## src/design/crypto_cfg_pkg.sv

```systemverilog
package crypto_cfg_pkg;

  // Register map, offsets in the low address byte
  localparam logic [7:0] KEY_BASE   = 8'h04;
  localparam logic [7:0] NONCE_BASE = 8'h14;
  localparam logic [7:0] DEST_ADDR  = 8'h24;
  localparam logic [7:0] TEXT_BASE  = 8'h34;

  // Block queue sizing
  localparam int FIFO_DEPTH = 4;
  localparam int PTR_W      = $clog2(FIFO_DEPTH);
  localparam int CNT_W      = $clog2(FIFO_DEPTH + 1);

  // HTRANS encodings
  localparam logic [1:0] TRANS_IDLE   = 2'b00;
  localparam logic [1:0] TRANS_BUSY   = 2'b01;
  localparam logic [1:0] TRANS_NONSEQ = 2'b10;
  localparam logic [1:0] TRANS_SEQ    = 2'b11;

  // Only HBURST value accepted
  localparam logic [2:0] BURST_SINGLE = 3'b000;

  // Key, nonce and plaintext, lane 0 in the low word
  typedef logic [127:0] block128_t;

  // Data-phase operations
  typedef enum logic [2:0] {
    OP_NONE,
    OP_KEY,
    OP_NONCE,
    OP_DEST,
    OP_TEXT,
    OP_ERR
  } cfg_op_t;

  // Address phase as sampled from the bus
  typedef struct packed {
    logic       sel;
    logic       write;
    logic [1:0] trans;
    logic [2:0] burst;
    logic [7:0] addr;
  } ahb_req_t;

  // Decode to execute handoff
  typedef struct packed {
    cfg_op_t    op;
    logic [1:0] lane;
  } cfg_cmd_t;

  localparam cfg_cmd_t CMD_NONE = '{op: OP_NONE, lane: 2'd0};

  // Finished plaintext with its destination
  typedef struct packed {
    block128_t   text;
    logic [31:0] dest;
  } text_block_t;

endpackage

```

## src/design/ahb_addr_decode.sv

```systemverilog
`timescale 1ns/1ns

module ahb_addr_decode (
  input  logic                     HCLK,
  input  logic                     HRESETn,
  input  logic                     HSELx,
  input  logic                     HWRITE,
  input  logic [31:0]              HADDR,
  input  logic [1:0]               HTRANS,
  input  logic [2:0]               HBURST,
  input  logic                     HREADY,
  output crypto_cfg_pkg::cfg_cmd_t cmd
);

  crypto_cfg_pkg::ahb_req_t req;
  crypto_cfg_pkg::cfg_cmd_t next_cmd;
  logic [7:0] key_off;
  logic [7:0] nonce_off;
  logic [7:0] text_off;
  logic       key_hit;
  logic       nonce_hit;
  logic       dest_hit;
  logic       text_hit;
  logic       mapped;

  // Word-aligned offset inside a four-word group
  function automatic logic group_hit(input logic [7:0] off);
    return (off[7:4] == 4'h0) && (off[1:0] == 2'b00);
  endfunction

  // Only the low address byte is decoded
  assign req = '{sel: HSELx, write: HWRITE, trans: HTRANS, burst: HBURST,
                 addr: HADDR[7:0]};

  assign key_off   = req.addr - crypto_cfg_pkg::KEY_BASE;
  assign nonce_off = req.addr - crypto_cfg_pkg::NONCE_BASE;
  assign text_off  = req.addr - crypto_cfg_pkg::TEXT_BASE;

  assign key_hit   = group_hit(key_off);
  assign nonce_hit = group_hit(nonce_off);
  assign text_hit  = group_hit(text_off);
  assign dest_hit  = (req.addr == crypto_cfg_pkg::DEST_ADDR);
  assign mapped    = key_hit | nonce_hit | text_hit | dest_hit;

  always_comb begin
    next_cmd = crypto_cfg_pkg::CMD_NONE;
    case (req.trans)
      crypto_cfg_pkg::TRANS_IDLE: next_cmd.op = crypto_cfg_pkg::OP_NONE;
      crypto_cfg_pkg::TRANS_BUSY,
      crypto_cfg_pkg::TRANS_SEQ: next_cmd.op = crypto_cfg_pkg::OP_ERR;
      default: begin
        // NONSEQ, check burst, direction and map
        if (req.burst != crypto_cfg_pkg::BURST_SINGLE || !req.write || !mapped) begin
          next_cmd.op = crypto_cfg_pkg::OP_ERR;
        end else if (key_hit) begin
          next_cmd.op   = crypto_cfg_pkg::OP_KEY;
          next_cmd.lane = key_off[3:2];
        end else if (nonce_hit) begin
          next_cmd.op   = crypto_cfg_pkg::OP_NONCE;
          next_cmd.lane = nonce_off[3:2];
        end else if (text_hit) begin
          next_cmd.op   = crypto_cfg_pkg::OP_TEXT;
          next_cmd.lane = text_off[3:2];
        end else begin
          next_cmd.op = crypto_cfg_pkg::OP_DEST;
        end
      end
    endcase
  end

  // Command held while the data phase is stretched
  always_ff @(posedge HCLK or negedge HRESETn) begin
    if (!HRESETn) begin
      cmd <= crypto_cfg_pkg::CMD_NONE;
    end else if (HREADY) begin
      if (req.sel) begin
        cmd <= next_cmd;
      end else begin
        cmd <= crypto_cfg_pkg::CMD_NONE;
      end
    end
  end

  a_op_defined: assert property (@(posedge HCLK) disable iff (!HRESETn)
    cmd.op inside {crypto_cfg_pkg::OP_NONE, crypto_cfg_pkg::OP_KEY,
                   crypto_cfg_pkg::OP_NONCE, crypto_cfg_pkg::OP_DEST,
                   crypto_cfg_pkg::OP_TEXT, crypto_cfg_pkg::OP_ERR});

  // Bad address surfaces as an error in the following data phase
  a_unmapped_err: assert property (@(posedge HCLK) disable iff (!HRESETn)
    (HREADY && req.sel && req.trans == crypto_cfg_pkg::TRANS_NONSEQ && !mapped)
    |=> cmd.op == crypto_cfg_pkg::OP_ERR);

endmodule

```

## src/design/cfg_write_exec.sv

```systemverilog
`timescale 1ns/1ns

module cfg_write_exec (
  input  logic                        HCLK,
  input  logic                        HRESETn,
  input  crypto_cfg_pkg::cfg_cmd_t    cmd,
  input  logic [31:0]                 HWDATA,
  input  logic                        fifo_full,
  output crypto_cfg_pkg::block128_t   key,
  output crypto_cfg_pkg::block128_t   nonce,
  output logic                        hready_out,
  output logic                        write_error,
  output logic                        text_push,
  output crypto_cfg_pkg::text_block_t push_block
);

  logic [31:0]               dest;
  crypto_cfg_pkg::block128_t text;
  logic                      is_text;
  logic                      text_stall;
  logic                      text_go;

  assign is_text = (cmd.op == crypto_cfg_pkg::OP_TEXT);

  // Plaintext waits for room in the queue
  assign text_stall = is_text && fifo_full;
  assign text_go    = is_text && !fifo_full;

  assign hready_out  = !text_stall;
  assign write_error = (cmd.op == crypto_cfg_pkg::OP_ERR);

  // Lane 3 completes the block
  assign text_push = text_go && (&cmd.lane);

  // Top word straight from the bus, dest as held before this edge
  always_comb begin
    push_block.text          = text;
    push_block.text[96 +: 32] = HWDATA;
    push_block.dest          = dest;
  end

  always_ff @(posedge HCLK or negedge HRESETn) begin
    if (!HRESETn) begin
      key   <= '0;
      nonce <= '0;
      dest  <= '0;
      text  <= '0;
    end else begin
      case (cmd.op)
        crypto_cfg_pkg::OP_KEY: begin
          key[cmd.lane * 32 +: 32] <= HWDATA;
        end
        crypto_cfg_pkg::OP_NONCE: begin
          nonce[cmd.lane * 32 +: 32] <= HWDATA;
        end
        crypto_cfg_pkg::OP_DEST: begin
          dest <= HWDATA;
        end
        crypto_cfg_pkg::OP_TEXT: begin
          // Nothing lands during a stall
          if (text_go) begin
            text[cmd.lane * 32 +: 32] <= HWDATA;
          end
        end
        default: begin
          // No state change on NONE or ERR
        end
      endcase
    end
  end

  a_push_ready: assert property (@(posedge HCLK) disable iff (!HRESETn)
    text_push |-> hready_out);

  a_push_err_excl: assert property (@(posedge HCLK) disable iff (!HRESETn)
    !(text_push && write_error));

  // Decoder must keep the stalled text command alive
  a_stall_hold: assert property (@(posedge HCLK) disable iff (!HRESETn)
    text_stall |=> is_text && $stable(cmd.lane));

endmodule

```

## src/design/crypto_cfg_slave.sv

```systemverilog
`timescale 1ns/1ns

module crypto_cfg_slave (
  input  logic                        HCLK,
  input  logic                        HRESETn,
  input  logic                        HSELx,
  input  logic                        HWRITE,
  input  logic [31:0]                 HADDR,
  input  logic [1:0]                  HTRANS,
  input  logic [2:0]                  HBURST,
  input  logic                        HREADY,
  input  logic [31:0]                 HWDATA,
  output logic                        hready_out,
  output logic                        write_error,
  output crypto_cfg_pkg::block128_t   key,
  output crypto_cfg_pkg::block128_t   nonce,
  output logic                        block_valid,
  output crypto_cfg_pkg::text_block_t block,
  input  logic                        block_pop
);

  // Decode to execute
  crypto_cfg_pkg::cfg_cmd_t    cmd;
  // Execute to queue
  logic                        text_push;
  crypto_cfg_pkg::text_block_t push_block;
  logic                        fifo_full;

  ahb_addr_decode u_decode (
    .HCLK    (HCLK),
    .HRESETn (HRESETn),
    .HSELx   (HSELx),
    .HWRITE  (HWRITE),
    .HADDR   (HADDR),
    .HTRANS  (HTRANS),
    .HBURST  (HBURST),
    .HREADY  (HREADY),
    .cmd     (cmd)
  );

  cfg_write_exec u_exec (
    .HCLK        (HCLK),
    .HRESETn     (HRESETn),
    .cmd         (cmd),
    .HWDATA      (HWDATA),
    .fifo_full   (fifo_full),
    .key         (key),
    .nonce       (nonce),
    .hready_out  (hready_out),
    .write_error (write_error),
    .text_push   (text_push),
    .push_block  (push_block)
  );

  text_block_fifo u_fifo (
    .HCLK        (HCLK),
    .HRESETn     (HRESETn),
    .push        (text_push),
    .push_block  (push_block),
    .pop         (block_pop),
    .fifo_full   (fifo_full),
    .block_valid (block_valid),
    .block       (block)
  );

endmodule

```

## src/design/text_block_fifo.sv

```systemverilog
`timescale 1ns/1ns

module text_block_fifo (
  input  logic                        HCLK,
  input  logic                        HRESETn,
  input  logic                        push,
  input  crypto_cfg_pkg::text_block_t push_block,
  input  logic                        pop,
  output logic                        fifo_full,
  output logic                        block_valid,
  output crypto_cfg_pkg::text_block_t block
);

  crypto_cfg_pkg::text_block_t mem [crypto_cfg_pkg::FIFO_DEPTH];
  logic [crypto_cfg_pkg::PTR_W-1:0] wr_ptr;
  logic [crypto_cfg_pkg::PTR_W-1:0] rd_ptr;
  logic [crypto_cfg_pkg::CNT_W-1:0] count;
  logic                             do_pop;

  assign fifo_full   = (count == crypto_cfg_pkg::FIFO_DEPTH);
  assign block_valid = (count != '0);
  assign block       = mem[rd_ptr];

  // Pop on an empty queue is ignored
  assign do_pop = pop && block_valid;

  // Payload storage
  always_ff @(posedge HCLK) begin
    if (push) begin
      mem[wr_ptr] <= push_block;
    end
  end

  always_ff @(posedge HCLK or negedge HRESETn) begin
    if (!HRESETn) begin
      wr_ptr <= '0;
      rd_ptr <= '0;
      count  <= '0;
    end else begin
      if (push) begin
        // Wrap at the last slot
        if (wr_ptr == crypto_cfg_pkg::PTR_W'(crypto_cfg_pkg::FIFO_DEPTH - 1)) begin
          wr_ptr <= '0;
        end else begin
          wr_ptr <= wr_ptr + 1'b1;
        end
      end
      if (do_pop) begin
        if (rd_ptr == crypto_cfg_pkg::PTR_W'(crypto_cfg_pkg::FIFO_DEPTH - 1)) begin
          rd_ptr <= '0;
        end else begin
          rd_ptr <= rd_ptr + 1'b1;
        end
      end
      // Simultaneous push and pop leaves count alone
      case ({push, do_pop})
        2'b10:   count <= count + 1'b1;
        2'b01:   count <= count - 1'b1;
        default: count <= count;
      endcase
    end
  end

  a_no_push_full: assert property (@(posedge HCLK) disable iff (!HRESETn)
    !(push && fifo_full));

  a_no_pop_empty: assert property (@(posedge HCLK) disable iff (!HRESETn)
    !(pop && !block_valid));

endmodule

```

## config.mk

```make
export PLATFORM = sky130hd
export DESIGN_NAME = crypto_cfg_slave
export DESIGN_NICKNAME = d
export VERILOG_FILES = /design/src/design/crypto_cfg_pkg.sv /design/src/design/ahb_addr_decode.sv /design/src/design/cfg_write_exec.sv /design/src/design/crypto_cfg_slave.sv /design/src/design/text_block_fifo.sv
export SDC_FILE = /design/constraint.sdc
export NUM_CORES = 1
export LEC_CHECK = 0
export BUFFER_PORTS_ARGS = -buffer_cell sky130_fd_sc_hd__buf_2
export CAP_MARGIN = 5
export CORE_MARGIN = 2
export CORE_UTILIZATION = 45
export CTS_CLUSTER_DIAMETER = 60
export DETAILED_ROUTE_END_ITERATION = 6
export PLACE_DENSITY = 0.76
export SYNTH_ARGS = -nofsm -noshare
export SYNTH_HDL_FRONTEND = slang
export SYNTH_SLANG_ARGS = --single-unit
```

## constraint.sdc

```tcl
create_clock -name HCLK -period 5.1 [get_ports HCLK]
set_clock_uncertainty 0.1 [all_clocks]
set_input_delay 0.51 -clock HCLK [delete_from_list [all_inputs] [get_ports HCLK]]
set_output_delay 0.51 -clock HCLK [all_outputs]
set_load 0.01 [all_outputs]
```

# Yosys cells after proc, flatten, opt, wreduce, memory -nomap -nowiden
# Memory sizes are Yosys's and may differ from the RTL's.
# Index checks and enable logic that the tools add are counted.
[op_classes]
n_addsub = 8
n_eq_ne = 13
shifts = 2
mux = 17
bitwise = 3
reduce_logical = 27
[ops]
columns = ["op", "count"]
rows = [
  ["bitwise mux 128 bit", 3],
  ["variable shift 32 x 34 -> 128 bit (first input constant)", 1],
  ["variable part select 32 x 34 -> 128 bit", 1],
  ["negation 7 -> 34 bit", 1],
  ["2-to-1 mux 5 bit", 3],
  ["logical NOT 4 bit", 3],
  ["case mux 3 bit (2 select lines)", 2],
  ["2-to-1 mux 2 bit", 5],
  ["== test 3 bit (second input constant)", 3],
  ["== test 2 bit (second input constant)", 4],
  ["== test 8 x 6 -> 1 bit (second input constant)", 1],
  ["logical NOT 2 bit", 4],
  ["subtractor 8 x 3 -> 8 bit (second input constant)", 1],
  ["subtractor 8 x 5 -> 8 bit (second input constant)", 1],
  ["subtractor 8 x 6 -> 8 bit (second input constant)", 1],
  ["logical AND 1 bit", 7],
  ["== test 3 x 2 -> 1 bit (second input constant)", 2],
  ["2-to-1 mux 3 bit", 2],
  ["nonzero test 3 bit", 2],
  ["adder 2 x 1 -> 2 bit (second input constant)", 2],
  ["== test 2 x 1 -> 1 bit (second input constant)", 2],
  ["logical NOT 1 bit", 4],
  ["AND reduction 2 bit", 2],
  ["adder 3 x 1 -> 3 bit (second input constant)", 1],
  ["other kinds (8)", 12],
]
[word_totals]
regBits = 428
ramBits = 640
out_inout_bits = 419
word_cells = 80
mem_count = 1
[memory_table]
columns = ["name", "depth", "width", "read_ports", "rd_ports_with_merged_regs", "wr", "line_no", "rtl"]
rows = [
  ["u_fifo.mem", 4, 160, 1, 0, 1, "text_block_fifo.sv:14", "crypto_cfg_pkg::text_block_t mem [crypto_cfg_pkg::FIFO_DEPTH];"],
]

# Longest topological paths before layout
# Gate-level depths: netlist (run 1).
[depth]
word_depth = 11
mapped_depth = 10
mapped_depth_nobuf = 9

# Cells and area by module
# From an unflattened synthesis (run 1), not the netlist that was laid out.
[unflattened]
hier_cells = 2239
hier_area_um2 = 38749.7
[by_module_without_submodules]
columns = ["module", "instances", "cells_per_inst", "area_each_um2"]
rows = [
  ["text_block_fifo", 1, 877, 23482.5],
  ["cfg_write_exec", 1, 1306, 14776.7],
  ["ahb_addr_decode", 1, 56, 490.5],
]

# Worst setup path before layout (run 1)
# Ideal clock, no wire load.
[synth_timing]
kind = "register to register"
startpoint = "register u_decode.cmd[2] (netlist name)"
endpoint = "memory u_fifo.mem[0][0] (netlist name), enable pin"
arrival_time_ns = 4.968
path_slack_ns = -0.508
path_stages_with_launch = 6
n_path_buf = 2
synth_period_minus_slack_ns = 5.608
cell_sequence = "dfrtp_1 > nor3b_1 > a21boi_2 > buf_2 > buf_2 > and3_1"
[synth_via]
elab_chain_len = 5
[synth_rtl]
columns = ["item", "line_no", "rtl"]
rows = [
  ["== test 3 bit", "cfg_write_exec.sv:23", "assign is_text = (cmd.op == crypto_cfg_pkg::OP_TEXT);"],
  ["logical AND 1 bit", "cfg_write_exec.sv:27", "assign text_go = is_text && !fifo_full;"],
  ["logical AND 1 bit", "cfg_write_exec.sv:33", "assign text_push = text_go && (&cmd.lane);"],
  ["2-to-1 mux 1 bit", "text_block_fifo.sv:29", "if (push) begin"],
  ["2-to-1 mux 1 bit (not written as such)", "text_block_fifo.sv:30", "mem[wr_ptr] <= push_block;"],
  ["end, declared", "text_block_fifo.sv:14", ""],
]
# Every way passes these cells.

==> results of run 1 <==
## power by group
group	internal, mW	leakage [nW]	switching [mW]
Clock	4.61	1.72	3.21
Sequential	9.51	9.82	0.583
Combinational	1.91	5.62	2.13
## stage by stage
step           hold slack, ns  instances  util, %
2_1_floorplan           0.114       2169        -
3_3_place_gp            0.358       3639     49.9
3_5_place_dp            0.365       3639     49.9
4_1_cts               0.00632       3834     54.2
5_1_grt                0.0299       3834     54.2
6_report               0.0504       3843     54.2
## sequential cells by signal, indices dropped and copies added, names as in the netlist
register       cells
u_fifo.count       3
u_exec.dest       32
u_exec.key       128
u_decode.cmd       5
u_fifo.wr_ptr      2
u_fifo.mem       640
u_exec.text       96
u_exec.nonce     128
u_fifo.rd_ptr      2
## cells in the mapped netlist (2+ instances only)
cell and instances:
o21ai_1 12, o21ai_0 249, o22ai_1 4, inv_1 14
buf_1 9, edfxtp_1 640, nand2_1 368, and3_1 5
dfrtp_1 396, nand3b_1 2, xor2_1 3, nand3_1 4
clkbuf_1 92, nor2_1 4, nor2b_1 3, a211oi_1 2
or3_1 5, a32o_1 96, ha_1 12, nor3_2 2
nor3b_1 4, mux2_2 34, mux4_2 160, buf_2 25
a21o_1 2, xnor2_1 2, nor3_1 7
## routing by layer
layer,global-route usage (%),routed length (um),vias up
li1,-,-,9343
met1,33.2,41500,11783
met2,39.7,52000,1100
met3,5.72,9880,184
met4,9.26,3910,8
met5,0,46,-
## cell families (layout without fill, tap and decap cells)
| family | Yosys count | in the layout | synth area share (%) |
|---|---|---|---|
| compound gates | 374 | 374 | 6.34 |
| xor+xnor | 5 | 5 | 0.116 |
| fa+ha+maj | 13 | 13 | 0.449 |
| buf+inv | 141 | 726 | 1.49 |
| flops | 1036 | 1036 | 76.8 |
| mux | 194 | 194 | 10.5 |
| other cells | 0 | 9 | 0 |
| simple gates | 406 | 406 | 4.26 |
## worst reg2reg max path: stages (launching register included)
cell and delay (ns):
dfrtp_1 0.46, nor3b_1 0.31, a21boi_4 0.48, buf_4 0.49, and3_4 0.85, buf_4 0.42
## cells in the final DEF, fill, tap and decap left out, types with 3 or more instances in the layout
cell type,synthesis,routed
nand2_1,368,359
xor2_1,3,3
nor2b_1,3,3
clkbuf_8,0,11
nor3_1,7,6
dfrtp_1,396,394
clkinv_8,0,3
clkbuf_16,0,104
edfxtp_1,640,640
diode_2,0,9
nor3b_2,0,3
clkinvlp_4,0,3
o21ai_1,12,12
clkbuf_1,92,28
inv_1,14,14
clkinv_1,0,11
clkinv_2,0,15
o22ai_1,4,4
bufinv_16,0,13
a32o_1,96,96
nand3_1,4,3
buf_2,25,468
buf_4,1,36
buf_12,0,12
o21ai_0,249,249
mux4_2,160,160
nand2_2,0,9
mux2_2,34,34
and3_4,0,4
ha_1,12,12
nor2_1,4,4
or3_1,5,5
## worst max-delay path by stage
stage	depth (start not counted)	to
after detailed placement	5	u_fifo.mem[0][10]
after global routing	3	block[33]
after global placement	5	u_fifo.mem[0][63]
after CTS	3	block[33]
after floorplan	5	u_fifo.mem[0][0]
final	3	block[33]
## final cells by class
class / count / area (um^2)
Fill cell: 6403 / 38300
Clock buffer: 143 / 2860
Sequential cell: 1036 / 29100
Antenna cell: 9 / 22.5
Tap cell: 1080 / 1350
Inverter: 14 / 52.6
Clock inverter: 51 / 684
Timing Repair Buffer: 518 / 2880
Multi-Input combinational cell: 992 / 8310
## repair_timing
action / 4_1_cts / 5_1_grt
hold buffers: 1 / 0
hold endpoints to repair: 81 / 0
setup endpoints to repair: 0 / 0
==> impl_metrics.toml, run 1 <==
[sta]
setup-tns-final_ns = 0
hold_viol_final = 0
setup_violations = 0
fin_crit_ns = 3.54
fmax_mhz = 283
period_share_pct = 69.4
worst_slew_pin_slew_ns = 1.22
max-slew-margin-rel_pct = 18.6
finalWorstSetupSlack_ns = 1.56
slew_violations = 0
rsz0062_at_grt = "false"

[floorplanning]
initial_core_util_pct = 45.4
die_h_um = 294
die_area_um2 = 86600
num_rows = 106
core_um2 = 83600
die_x_um = 294
pin_count = 494

[synthesis]
synth_top_flop_cell = "edfxtp_1"
synthCells = 2169
syn_area_per_cell_um2 = 17.5
seq_area_frac_synth_pct = 76.8
yosys_warnings = 0
synth_edf_count = 640
synth_top_area_cell = "edfxtp_1"
synthTopCellsByArea = "edfxtp_1 (51%), dfrtp_1 (26%), mux4_2 (9.5%), nand2_1 (3.6%), o21ai_0 (3.3%)"
synth_top_area_share_pct = 50.7
syn-cell-area_um2 = 37900
synthArstFlopShare_pct = 38.2
synth-seq-cells = 1036
synth_cell_types = 40
syn-num-nets = 2257

[cts]
cts_setup_buffers = 0
clk_latency_ns = 0.66
clockBufferDepth = 3
cts_buffers = 103
cts_root_buf = "clkbuf_16"
post_cts_resized = 0
numClockSinks = 1036
clk_pin_slew_ns = 0.06
cts_tree = "done"
h-tree-depth = 3

[detailed_routing]
ant_nets = 0
drc_errors = 0
dr.pass1.iters = 5
via_per_inst = 5.83
wl_per_cell_um = 27.9
routed_wl_mm = 107
vias = 22418
initialDrtViolationCount = 2143

[worst_hold_path]
hold_class = "input pin to register"
hold_end = "u_decode.cmd[3]"
hold_start = "HREADY"
hold_depth = 2

[place]
gp_congestion = 0.848
portBuffers = 469
place_area_um2 = 41700
dp_hpwl_mm = 64.8
place_ws_ns = 1.57

[worst_setup_path]
crit_path_start = "u_fifo.rd_ptr[0]"
r2r-end = "u_fifo.mem[0][9]"
worst-path-max-fanout = 40
cp_top_family = "flip-flops"
max_stage_delay_ns = 0.99
endpoint_kind = "output pin"
r2r_slack_ns = 1.66
worstSetupPathType = "register to output pin"
timing.rr.start = "u_decode.cmd[4]"
crit_arrival_ns = 2.93
cp-start-kind = "register"
crit_slowest_cell = "dfrtp_4"
reg2reg_depth = 5
crit_buf_inv = 2
cp_cell_sequence = "buf_12 -> mux4_2 -> buf_2"
required_ns = 4.49

[global_route]
grt_pass1_wl_mm = 154
grt_usage_pct = 24.7
grt_start_max_net_pins = 116
grt_remaining_overflow = 0
first_global_vias = 22542
antenna_found_initial = 14

[power]
power_mw = 21.9
leakage_nw = 17.2
ir_drop_uv = 375
power.density_nw_per_um2 = 485

[cells_and_area]
drive_gt1_share_pct = 32.4
num-nets-final = 2753
area_growth_pct = 19.5
fin_area_um2 = 45300

[run]
drv_cap = 0

[run_status]
status = "completed"
Note: power is estimated with default switching activity, not from simulation.
==> run 2, diff against run 1 <==
--- a/config.mk
+++ b/config.mk
@@ -5,13 +5,14 @@
 export SDC_FILE = /design/constraint.sdc
 export NUM_CORES = 1
 export LEC_CHECK = 0
+export ABC_AREA = 1
 export BUFFER_PORTS_ARGS = -buffer_cell sky130_fd_sc_hd__buf_2
 export CAP_MARGIN = 5
 export CORE_MARGIN = 2
 export CORE_UTILIZATION = 45
 export CTS_CLUSTER_DIAMETER = 60
 export DETAILED_ROUTE_END_ITERATION = 6
-export PLACE_DENSITY = 0.76
+export PLACE_DENSITY = 0.73
 export SYNTH_ARGS = -nofsm -noshare
 export SYNTH_HDL_FRONTEND = slang
 export SYNTH_SLANG_ARGS = --single-unit
==> constraint.sdc (replaced) <==
create_clock -name HCLK -period 3.4 [get_ports HCLK]
set_clock_uncertainty 0.1 [all_clocks]
set_input_delay 0.34 -clock HCLK [delete_from_list [all_inputs] [get_ports HCLK]]
set_output_delay 0.34 -clock HCLK [all_outputs]
set_load 0.01 [all_outputs]
==> run 2 against run 1 <==
Against the previous run: first-iteration DRC count increased by 21%; worst setup slack worse by 1.4 ns; sequential cell count unchanged; synthesized area increased by 4.6%; utilization rose by 0.61 points; count of clock-buffer cells in the layout grew 13; non-clock buffer count rose by 75.
==> impl_metrics.toml, run 2 <==
[synthesis]
synth_top_flop_cell = "edfxtp_1"
synthArstFlopShare_pct = 38.2
syn_area_per_cell_um2 = 13.3
synth_top_area_cell = "edfxtp_1"
ys_top_cells_by_count = "edfxtp_1 (640), dfrtp_1 (396), nor2_1 (386), o21ai_0 (362), nand2_1 (343)"
syn-num-nets = 3063
synth_edf_count = 640
yosys_warnings = 0
synth-seq-cells = 1036
synth.most_common_cell = "edfxtp_1"
syn-cell-area_um2 = 39700
synthTopCellsByArea = "edfxtp_1 (48%), dfrtp_1 (25%), mux2_2 (4.9%), o21ai_0 (4.6%), nor2_1 (3.7%)"
synth_top_area_share_pct = 48.4
synth_cell_types = 31
seq_area_frac_synth_pct = 73.4
synthCells = 2975

[cells_and_area]
area_growth_pct = 20.2
drive_gt1_share_pct = 25.6
num-nets-final = 3586
largest_reg_flops = 640
final_cell_mix = "edfxtp_1 (640), buf_2 (468), dfrtp_1 (392)"
top_register = "u_fifo.mem"
final_common_cell = "edfxtp_1"
top_regs = "u_fifo.mem (640), u_exec.key (128), u_exec.nonce (128)"
post-route-util_pct = 54.8
layout.cells.non_filler = 4751

[worst_setup_path]
worstSetupPathType = "register to output pin"
endpoint_kind = "output pin"
cp-start-kind = "register"
crit_arrival_ns = 2.82
required_ns = 2.96
worst-path-max-fanout = 46

[sta]
slew_violations = 0
max-slew-margin-rel_pct = 36.5
setup-tns-final_ns = 0
fmax_mhz = 306
period_share_pct = 96.0
worst_slew_pin_slew_ns = 0.950
fin_crit_ns = 3.26
hold_viol_final = 0
setup_violations = 0
rsz0062_at_grt = "false"

[cts]
cts_tree = "done"
cts_root_buf = "clkbuf_16"
h-tree-depth = 3
clockBufferDepth = 3
clk_latency_ns = 0.69
post_cts_resized = 0
cts_setup_buffers = 0
numClockSinks = 1036
clk_pin_slew_ns = 0.06
cts_buffers = 107

[detailed_routing]
routed_wl_mm = 115
dr.pass1.iters = 6
wl_per_cell_um = 24.2
drc_errors = 0
initialDrtViolationCount = 2602
vias = 26076
via_per_inst = 5.49
ant_nets = 0

[global_route]
first_global_vias = 25563
grt_usage_pct = 25.3
grt_pass1_wl_mm = 169
grt_remaining_overflow = 0
grt_start_max_net_pins = 109
antenna_found_initial = 5

[floorplanning]
die_h_um = 301
pin_count = 494
num_rows = 108
die_x_um = 301
initial_core_util_pct = 45.6
core_um2 = 87000
die_area_um2 = 90500

[power]
power.density_nw_per_um2 = 712
leakage_nw = 19.4
ir_drop_uv = 516

[place]
portBuffers = 469
placed_cells = 4501
gp_congestion = 0.818
dp_hpwl_mm = 74.2

[run]
drv_cap = 0

[run_status]
status = "completed"

[worst_hold_path]
hold_class = "input pin to register"
run 2: cell count changes in the layout (fill, tap and decap cells not counted), sizes merged, moves of 42 or more:
cell	delta
inv	+83
mux2	+222
o22ai	+156
o21ai	+121
a32o	-96
nor2	+391
mux4	-160
dlygate4sd3	+42
nor3	+81
run 2: path summary, 6_finish.rpt:
kind	from	to	slack [ns]	cells after the start
max	u_fifo.rd_ptr[1]	block[86]	0.14	6
min	block_pop	u_fifo.rd_ptr[0]	0.07	3
max reg2reg	u_decode.cmd[0]	u_exec.nonce[124]	0.58	8
min reg2reg	u_exec.key[6]	u_exec.key[6]	0.37	2
max in group asynchronous	HRESETn	u_exec.nonce[5]	2.07	3
min in group asynchronous	HRESETn	u_exec.key[43]	0.17	2
run 2: where the power goes:
part / leakage (nW) / switching, mW / total [mW] / internal (mW)
clock network: 1.74 / 4.90 / 11.7 / 6.75
logic: 7.24 / 5.35 / 7.78 / 2.42
registers: 10.4 / 0.502 / 14.5 / 14.0
run 2: timing repair:
action / in CTS / in global routing
endpoints found under the setup margin: 0 / 0
endpoints found under the hold margin: 211 / 0
hold buffers: 43 / 0
run 2: area by class of cell:
| cell class | count | area, um^2 |
|---|---|---|
| fillers | 7070 | 39300 |
| flip-flops and latches | 1036 | 29100 |
| multi-input cells | 1673 | 9530 |
| repair buffers | 593 | 3710 |
| clock buffers | 156 | 3060 |
| well taps | 1155 | 1450 |
| clock inverters | 48 | 460 |
| inverters | 87 | 342 |
| diodes | 3 | 7.51 |
run 2: kinds of logic after synthesis:
family,Yosys count,share of synthesized area [%]
fa+ha+maj,13,0.429
xor+xnor,2,0.0442
simple gates,855,8.66
flops,1036,73.4
compound gates,547,7.43
buf+inv,266,2.74
mux,256,7.27
run 2: stage by stage:
step                area [um^2]  total power [mW]  setup slack (ns)  hold slack [ns]
floorplan                 39700              18.7            -0.566          -0.0556
global placement          43700              22.3             0.591            0.337
detailed placement        43700              22.5             0.564            0.340
CTS                       47700              34.1            0.0958           0.0117
global route              47700              35.4            0.0294            0.109
finish                    47700              34.0             0.136           0.0676
run 2: critical path, cell delays in order, from the launching register on:
cell and delay (ns):
dfrtp_4 0.66, inv_6 0.43, buf_12 0.28, buf_4 0.24, o21ai_0 0.12, o22ai_1 0.16, buf_2 0.18
run 2: layer usage:
layer	share of wire, %	GRT usage, %	up-vias	wire length (um)
met5	0.0087	0	-	10
met4	4.5	11.4	2	5140
met3	8.7	6.36	218	10000
met2	48	41.2	1119	55700
met1	38	32.2	13058	44200
li1	-	-	11679	-
